**config.mk**
```make
export PLATFORM = sky130hd
export DESIGN_NAME = eeprom_ctrl_top
export DESIGN_NICKNAME = d
export VERILOG_FILES = /design/src/common/eeprom_pkg.sv /design/src/rtl/eeprom_ctrl_top.sv /design/src/rtl/eeprom_access_fsm.sv /design/src/i2c_engine/i2c_bit_engine.sv
export VERILOG_INCLUDE_DIRS = /design/src /design/src/common
export SDC_FILE = /design/constraint.sdc
export NUM_CORES = 1
export LEC_CHECK = 0
export ABC_AREA = 1
export BUFFER_PORTS_ARGS = -buffer_cell sky130_fd_sc_hd__clkbuf_2
export CAP_MARGIN = 5
export CORE_UTILIZATION = 40
export DETAILED_ROUTE_END_ITERATION = 10
export GPL_ROUTABILITY_DRIVEN = 0
export PLACE_DENSITY_LB_ADDON = 0.05
export SYNTH_ARGS = -nofsm -noshare
export SYNTH_HDL_FRONTEND = slang
export SYNTH_SLANG_ARGS = --single-unit
export TNS_END_PERCENT = 5
```
**constraint.sdc**
```tcl
create_clock -name CLK -period 2.4 [get_ports CLK]
set_clock_uncertainty 0.2 [all_clocks]
set_input_delay 0.24 -clock CLK [delete_from_list [all_inputs] [get_ports CLK]]
set_output_delay 0.24 -clock CLK [all_outputs]
set_load 0.05 [all_outputs]
```
**src/common/eeprom_macros.svh**
```systemverilog
`ifndef EEPROM_MACROS_SVH
`define EEPROM_MACROS_SVH

// system clocks per SCL half period, 2 or more
`define EE_SCL_HALF 4

// host address, 2 K bytes
`define EE_ADDR_W 11

// data and bus byte
`define EE_DATA_W 8

// device type code, upper nibble of the control byte
`define EE_DEV_CODE 4'b1010

`endif
```
**src/common/eeprom_pkg.sv**
```systemverilog
`default_nettype none

`include "eeprom_macros.svh"

package eeprom_pkg;

    typedef logic [`EE_ADDR_W-1:0] ee_addr_t;
    typedef logic [`EE_DATA_W-1:0] ee_byte_t;

    // START while the bus is held gives a repeated START
    typedef enum logic [1:0] {
        CMD_START,
        CMD_STOP,
        CMD_WRITE,
        CMD_READ
    } bit_cmd_t;

    typedef enum logic [2:0] {
        ENG_IDLE,
        ENG_START,
        ENG_STOP,
        ENG_BYTE,   // 8 data bits plus ack slot
        ENG_DONE
    } eng_state_t;

    typedef enum logic [3:0] {
        IDLE,
        START_W,
        CTRL_W,
        ADDR_W,
        DATA_W,
        RESTART,
        CTRL_R,
        DATA_R,
        STOP,
        DONE
    } seq_state_t;

endpackage

`default_nettype wire

```
**src/rtl/eeprom_ctrl_top.sv**
```systemverilog
`timescale 1ns/1ps
`default_nettype none

module eeprom_ctrl_top import eeprom_pkg::*; (
    input  logic     CLK,
    input  logic     RESET,
    input  logic     wr,
    input  logic     rd,
    input  ee_addr_t addr,
    input  ee_byte_t wdata,
    output logic     ack,
    output logic     ack_err,
    output ee_byte_t rdata,
    output logic     scl,
    input  logic     sda_in,
    output logic     sda_oe
);

    logic     cmd_req;
    logic     cmd_ack;
    bit_cmd_t cmd;
    ee_byte_t cmd_tx_byte;
    logic     cmd_tx_nack;
    ee_byte_t rx_byte;
    logic     rx_nack;

    eeprom_access_fsm u_seq (
        .CLK         (CLK),
        .RESET       (RESET),
        .wr          (wr),
        .rd          (rd),
        .addr        (addr),
        .wdata       (wdata),
        .ack         (ack),
        .ack_err     (ack_err),
        .rdata       (rdata),
        .cmd_req     (cmd_req),
        .cmd         (cmd),
        .cmd_tx_byte (cmd_tx_byte),
        .cmd_tx_nack (cmd_tx_nack),
        .cmd_ack     (cmd_ack),
        .rx_byte     (rx_byte),
        .rx_nack     (rx_nack)
    );

    // bus pins come straight from the bit engine
    i2c_bit_engine u_eng (
        .CLK         (CLK),
        .RESET       (RESET),
        .cmd_req     (cmd_req),
        .cmd         (cmd),
        .cmd_tx_byte (cmd_tx_byte),
        .cmd_tx_nack (cmd_tx_nack),
        .cmd_ack     (cmd_ack),
        .rx_byte     (rx_byte),
        .rx_nack     (rx_nack),
        .scl         (scl),
        .sda_in      (sda_in),
        .sda_oe      (sda_oe)
    );

endmodule

`default_nettype wire

```
**src/rtl/eeprom_access_fsm.sv**
```systemverilog
`timescale 1ns/1ps
`default_nettype none

`include "eeprom_macros.svh"

module eeprom_access_fsm import eeprom_pkg::*; (
    input  logic     CLK,
    input  logic     RESET,
    input  logic     wr,
    input  logic     rd,
    input  ee_addr_t addr,
    input  ee_byte_t wdata,
    output logic     ack,
    output logic     ack_err,
    output ee_byte_t rdata,
    output logic     cmd_req,
    output bit_cmd_t cmd,
    output ee_byte_t cmd_tx_byte,
    output logic     cmd_tx_nack,
    input  logic     cmd_ack,
    input  ee_byte_t rx_byte,
    input  logic     rx_nack
);

    seq_state_t state;
    seq_state_t nxt;
    logic       is_rd;
    ee_addr_t   addr_q;
    ee_byte_t   wdata_q;
    logic       accept;
    logic       cmd_done;

    assign accept   = (state == IDLE) && (wr || rd);
    assign cmd_done = cmd_req && cmd_ack;

    // single byte read always ends with NACK
    assign cmd_tx_nack = (state == DATA_R);

    always_comb begin
        case (state)
            START_W: nxt = CTRL_W;
            CTRL_W:  nxt = ADDR_W;
            ADDR_W:  nxt = is_rd ? RESTART : DATA_W;
            DATA_W:  nxt = STOP;
            RESTART: nxt = CTRL_R;
            CTRL_R:  nxt = DATA_R;
            DATA_R:  nxt = STOP;
            STOP:    nxt = DONE;
            default: nxt = IDLE;
        endcase
    end

    // one engine command per state
    always_comb begin
        cmd         = CMD_WRITE;
        cmd_tx_byte = '0;
        case (state)
            START_W, RESTART: cmd = CMD_START;
            CTRL_W:  cmd_tx_byte = {`EE_DEV_CODE, addr_q[`EE_ADDR_W-1:8], 1'b0};
            ADDR_W:  cmd_tx_byte = addr_q[7:0];
            DATA_W:  cmd_tx_byte = wdata_q;
            CTRL_R:  cmd_tx_byte = {`EE_DEV_CODE, addr_q[`EE_ADDR_W-1:8], 1'b1};
            DATA_R:  cmd = CMD_READ;
            default: cmd = CMD_STOP;   // STOP, req is low elsewhere
        endcase
    end

    always_ff @(posedge CLK) begin
        if (RESET) begin
            state   <= IDLE;
            cmd_req <= 1'b0;
            ack     <= 1'b0;
            ack_err <= 1'b0;
        end else begin
            case (state)
                IDLE: begin
                    if (accept) begin
                        ack_err <= 1'b0;
                        state   <= START_W;
                    end
                end

                DONE: begin
                    // hold ack until the host lets go
                    if (!wr && !rd) begin
                        ack   <= 1'b0;
                        state <= IDLE;
                    end
                end

                default: begin
                    if (!cmd_req && !cmd_ack) begin
                        cmd_req <= 1'b1;   // previous handshake fully closed
                    end else if (cmd_done) begin
                        cmd_req <= 1'b0;
                        if (cmd == CMD_WRITE && rx_nack) begin
                            ack_err <= 1'b1;   // no device ack, wind down
                            state   <= STOP;
                        end else begin
                            state <= nxt;
                        end
                        if (state == STOP) ack <= 1'b1;
                    end
                end
            endcase
        end
    end

    always_ff @(posedge CLK) begin
        if (accept) begin
            is_rd   <= rd;
            addr_q  <= addr;
            wdata_q <= wdata;
        end
        if (state == DATA_R && cmd_done)
            rdata <= rx_byte;
    end

    a_no_wr_rd: assert property (@(posedge CLK) disable iff (RESET)
        !(wr && rd));

    a_ack_held_req: assert property (@(posedge CLK) disable iff (RESET)
        $rose(ack) |-> $past(wr || rd));

endmodule

`default_nettype wire

```
**src/i2c_engine/i2c_bit_engine.sv**
```systemverilog
`timescale 1ns/1ps
`default_nettype none

`include "eeprom_macros.svh"

module i2c_bit_engine import eeprom_pkg::*; (
    input  logic     CLK,
    input  logic     RESET,
    input  logic     cmd_req,
    input  bit_cmd_t cmd,
    input  ee_byte_t cmd_tx_byte,
    input  logic     cmd_tx_nack,
    output logic     cmd_ack,
    output ee_byte_t rx_byte,
    output logic     rx_nack,
    output logic     scl,
    input  logic     sda_in,
    output logic     sda_oe
);

    localparam int unsigned HALF   = `EE_SCL_HALF;
    localparam int unsigned QTR    = HALF / 2;
    localparam int unsigned PERIOD = 2 * HALF;
    localparam int          PH_W   = $clog2(PERIOD);
    localparam int          BC_W   = $clog2(`EE_DATA_W + 1);
    localparam int unsigned LAST   = `EE_DATA_W;   // index of the ack slot

    eng_state_t      state;
    logic [PH_W-1:0] ph_cnt;
    logic [BC_W-1:0] bit_cnt;
    ee_byte_t        tx_sh;
    logic            bus_held;   // between START and STOP

    logic ph_fall;
    logic ph_set;
    logic ph_rise;
    logic ph_samp;
    logic ph_end;
    logic ack_slot;

    // points inside one bit period
    assign ph_fall  = (ph_cnt == '0);
    assign ph_set   = (ph_cnt == PH_W'(QTR));           // middle of SCL low
    assign ph_rise  = (ph_cnt == PH_W'(HALF));
    assign ph_samp  = (ph_cnt == PH_W'(HALF + QTR));    // middle of SCL high
    assign ph_end   = (ph_cnt == PH_W'(PERIOD - 1));
    assign ack_slot = (bit_cnt == BC_W'(LAST));

    always_ff @(posedge CLK) begin
        if (RESET) begin
            state    <= ENG_IDLE;
            ph_cnt   <= '0;
            bit_cnt  <= '0;
            cmd_ack  <= 1'b0;
            rx_nack  <= 1'b0;
            scl      <= 1'b1;
            sda_oe   <= 1'b0;
            bus_held <= 1'b0;
        end else begin
            case (state)
                ENG_IDLE: begin
                    if (cmd_req) begin
                        ph_cnt  <= '0;
                        bit_cnt <= '0;
                        case (cmd)
                            CMD_START: state <= ENG_START;
                            CMD_STOP:  state <= ENG_STOP;
                            default:   state <= ENG_BYTE;
                        endcase
                    end
                end

                ENG_START, ENG_STOP, ENG_BYTE: begin
                    ph_cnt <= ph_end ? '0 : ph_cnt + PH_W'(1);

                    // from idle the START keeps SCL high throughout
                    if (ph_fall && bus_held) scl <= 1'b0;
                    if (ph_rise) scl <= 1'b1;

                    if (ph_set) begin
                        case (state)
                            ENG_START: sda_oe <= 1'b0;   // release for repeated START
                            ENG_STOP:  sda_oe <= 1'b1;
                            default: begin
                                if (ack_slot)
                                    sda_oe <= (cmd == CMD_READ) ? ~cmd_tx_nack : 1'b0;
                                else
                                    sda_oe <= (cmd == CMD_WRITE) ? ~tx_sh[`EE_DATA_W-1] : 1'b0;
                            end
                        endcase
                    end

                    if (ph_samp) begin
                        case (state)
                            ENG_START: begin
                                sda_oe   <= 1'b1;   // SDA falls with SCL high
                                bus_held <= 1'b1;
                            end
                            ENG_STOP: begin
                                sda_oe   <= 1'b0;   // SDA rises with SCL high
                                bus_held <= 1'b0;
                            end
                            default: begin
                                if (ack_slot)
                                    rx_nack <= sda_in;
                                else
                                    rx_byte <= {rx_byte[`EE_DATA_W-2:0], sda_in};
                            end
                        endcase
                    end

                    if (ph_end) begin
                        if (state != ENG_BYTE || ack_slot) begin
                            state   <= ENG_DONE;
                            cmd_ack <= 1'b1;
                        end else begin
                            bit_cnt <= bit_cnt + BC_W'(1);
                        end
                    end
                end

                ENG_DONE: begin
                    if (!cmd_req) begin
                        cmd_ack <= 1'b0;
                        state   <= ENG_IDLE;
                    end
                end

                default: state <= ENG_IDLE;
            endcase
        end
    end

    // transmit shifter, MSB first
    always_ff @(posedge CLK) begin
        if (state == ENG_IDLE && cmd_req)
            tx_sh <= cmd_tx_byte;
        else if (state == ENG_BYTE && ph_end)
            tx_sh <= {tx_sh[`EE_DATA_W-2:0], 1'b0};
    end

    // cmd is read during the whole byte, not only at accept
    a_cmd_held: assert property (@(posedge CLK) disable iff (RESET)
        cmd_req && $past(cmd_req) |-> $stable(cmd) && $stable(cmd_tx_byte));

endmodule

`default_nettype wire

```
==> results_dict.tcl <==
set metrics [dict create \
    outcome "finished clean" \
    fin_setup_tns_ns 0 \
    grt_pass1_vias 2136 \
    grt_usage_pct 17.2 \
    drt-vias-per-instance 4.61 \
    crit_buf_inv 1 \
    cts_buffer_depth 2 \
    cp-start-kind "flip-flop" \
    die_area_um2 7720 \
    max-cap-violations 0 \
    core_area_um2 6940 \
    syn-cell-area_um2 2950 \
    hold_violations 0 \
    clk_pin_slew_ns 0.08 \
    drv_slew 0 \
    fin_crit_sh_pct 77.2 \
    layout_commonest_cell "nand2_1" \
    placed_area_um2 3260 \
    dp_hpwl_mm 4.10 \
    max_stage_delay_ns 0.36 \
    synth_warnings 0 \
    die_width_um 87.9 \
    syn-num-nets 352 \
    ir_drop_uv 635 \
    drc 0 \
    drive_above_1_share_pct 19.8 \
    cellPowerDensity_nw_per_um2 988 \
    fin_cells 489 \
    layout_common_cells "nand2_1 (102), edfxtp_1 (44), clkbuf_2 (35)" \
    cts_root_buf "clkbuf_8" \
    critPathRequiredTime_ns 2.20 \
    synth.distinct_cells 27 \
    worst_slew_pin_slew_ns 0.422 \
    min-delay-start "wr" \
    cts_tree "built" \
    cp-end-kind "flip-flop" \
    cp_top_family "simple AND/OR/NAND/NOR gates" \
    die_h_um 87.9 \
    clk_latency_ns 0.34 \
    port-buffer-count 35 \
    fin_ws_ns 0.547 \
    grt_pass1_wl_mm 9.75 \
    critPathArrivalTime_ns 1.65 \
    wirelength_mm 5.73 \
    postSynthAreaPerCell_um2 9.22 \
    whs_ns 0.134 \
    final_antenna_net_count 0 \
    rsz0062_at_grt "no" \
    detail_route.wl_per_cell_um 11.7 \
    p_leak_nw 1.52 \
    hold_class "in -> reg" \
    relSlewSlack_pct 71.7 \
    post-place-ws_ns 0.523 \
    final_nets 420 \
    num_vias 2253 \
    finalCoreUtilization_pct 53.0 \
    reg2reg_setup_slack_ns 0.55 \
    r2r_start "u_eng.state[0]" \
    fmax_mhz 540 \
    clock_sinks 66 \
    cts_resized 0 \
    path_class "reg -> reg" \
    hold_buffers 21 \
    power_mw 3.64 \
    drtIter0Drc 57 \
    grt_antenna_before_repair 0 \
    placementRows 30 \
    drt_pass1_iterations 4 \
    seq_area_frac_synth_pct 59.7 \
    syn_to_final_growth_pct 24.7 \
    post_cts_buffers 0 \
    netlist_instances 320 \
    n_antenna_cell 0 \
    dp_cells 452 \
    start_util_pct 42.5 \
    io_pins 36 \
    path_common_cell "nand2_1" \
    crit_start "u_eng.state[0]" \
    critPathSlowestCell "dfxtp_1" \
    setup_viol 0 \
    period_minus_slack_ns 1.85 \
    crit_fanout 10 \
    finish.instance_area_um2 3680 \
    overflow 0 \
    cts_buffers 9 \
    crit_chain "nor2_1, nand2_1, nor2_4, inv_2, nand2_1" \
    nFillCells 650 \
    grt_max_degree 21 \
    htree_levels 3 \
    ys_ff_latch 66 \
]
## power by group
part	internal (mW)	leakage (nW)	switching, mW
clock network	0.507	0.0945	0.422
logic	0.348	0.829	0.750
registers	1.49	0.592	0.122
total	2.34	1.52	1.29
## cells in the mapped netlist
cell type	number	share of area (%)
nor2_4	3	1.1
o21ai_1	1	0.17
o21ai_0	6	1.0
nand4_1	2	0.42
nand2_1	102	13
o21a_1	2	0.51
inv_1	24	3.1
nand3_1	30	5.1
nand3b_1	1	0.25
buf_2	1	0.17
a21oi_1	18	3.1
o211ai_1	2	0.51
dfxtp_1	22	15
edfxtp_1	44	45
nor2_2	5	1.1
and2_1	1	0.21
nor2_1	27	3.4
clkbuf_1	1	0.13
ha_1	8	3.4
nor3_1	2	0.34
nand3_2	2	0.68
inv_2	10	1.3
clkinv_1	1	0.13
o21ai_2	1	0.30
nor4_1	1	0.21
xnor2_1	1	0.30
nand2_2	2	0.42
## path summary, 6_finish.rpt
path | to | depth (start not counted)
worst max-delay path | u_eng.tx_sh[0] | 5
worst min-delay path | u_seq.ack_err | 4
worst max register to register | u_eng.tx_sh[0] | 5
worst min register to register | u_seq.rdata[7] | 0
## sequential cells by signal, indices dropped and copies added, names as in the netlist, 3 cells and up
register       cells
u_seq.state        4
u_eng.tx_sh        8
u_seq.wdata_q      8
u_seq.rdata        8
u_eng.ph_cnt       3
u_eng.rx_byte      8
u_seq.addr_q      11
u_eng.bit_cnt      4
u_eng.state        3
## layout make-up
type	instances	area (µm²)	area share, %
Tap cell	96	120	3.27
Sequential cell	66	1760	47.9
Clock buffer	10	138	3.74
Multi-Input combinational cell	217	1050	28.6
Timing Repair Buffer	59	408	11.1
Clock inverter	6	66.3	1.80
Inverter	35	131	3.57
## worst register-to-register path, stage by stage, from the launching register on
cell and delay [ns]:
dfxtp_1 0.36, nor2_1 0.18, nand2_1 0.13, nor2_4 0.23, inv_2 0.14, nand2_1 0.29
## cell families after synthesis
logic type / synth area share (%)
buffers and inverters: 4.75
DFF: 59.7
xor gates and xnor gates: 0.297
AOI/OAI and AO/OA: 5.56
adders and majority gates: 3.39
and+or+nand+nor: 26.3
## routing by layer
metal	GRT usage (%)	wire length [µm]	vias up
met4	8.05	105	0
met1	22.2	2830	1006
li1	-	-	1193
met3	4.71	184	10
met2	26.8	2610	44
met5	0	0	-
(Power assumes the default switching activity.)
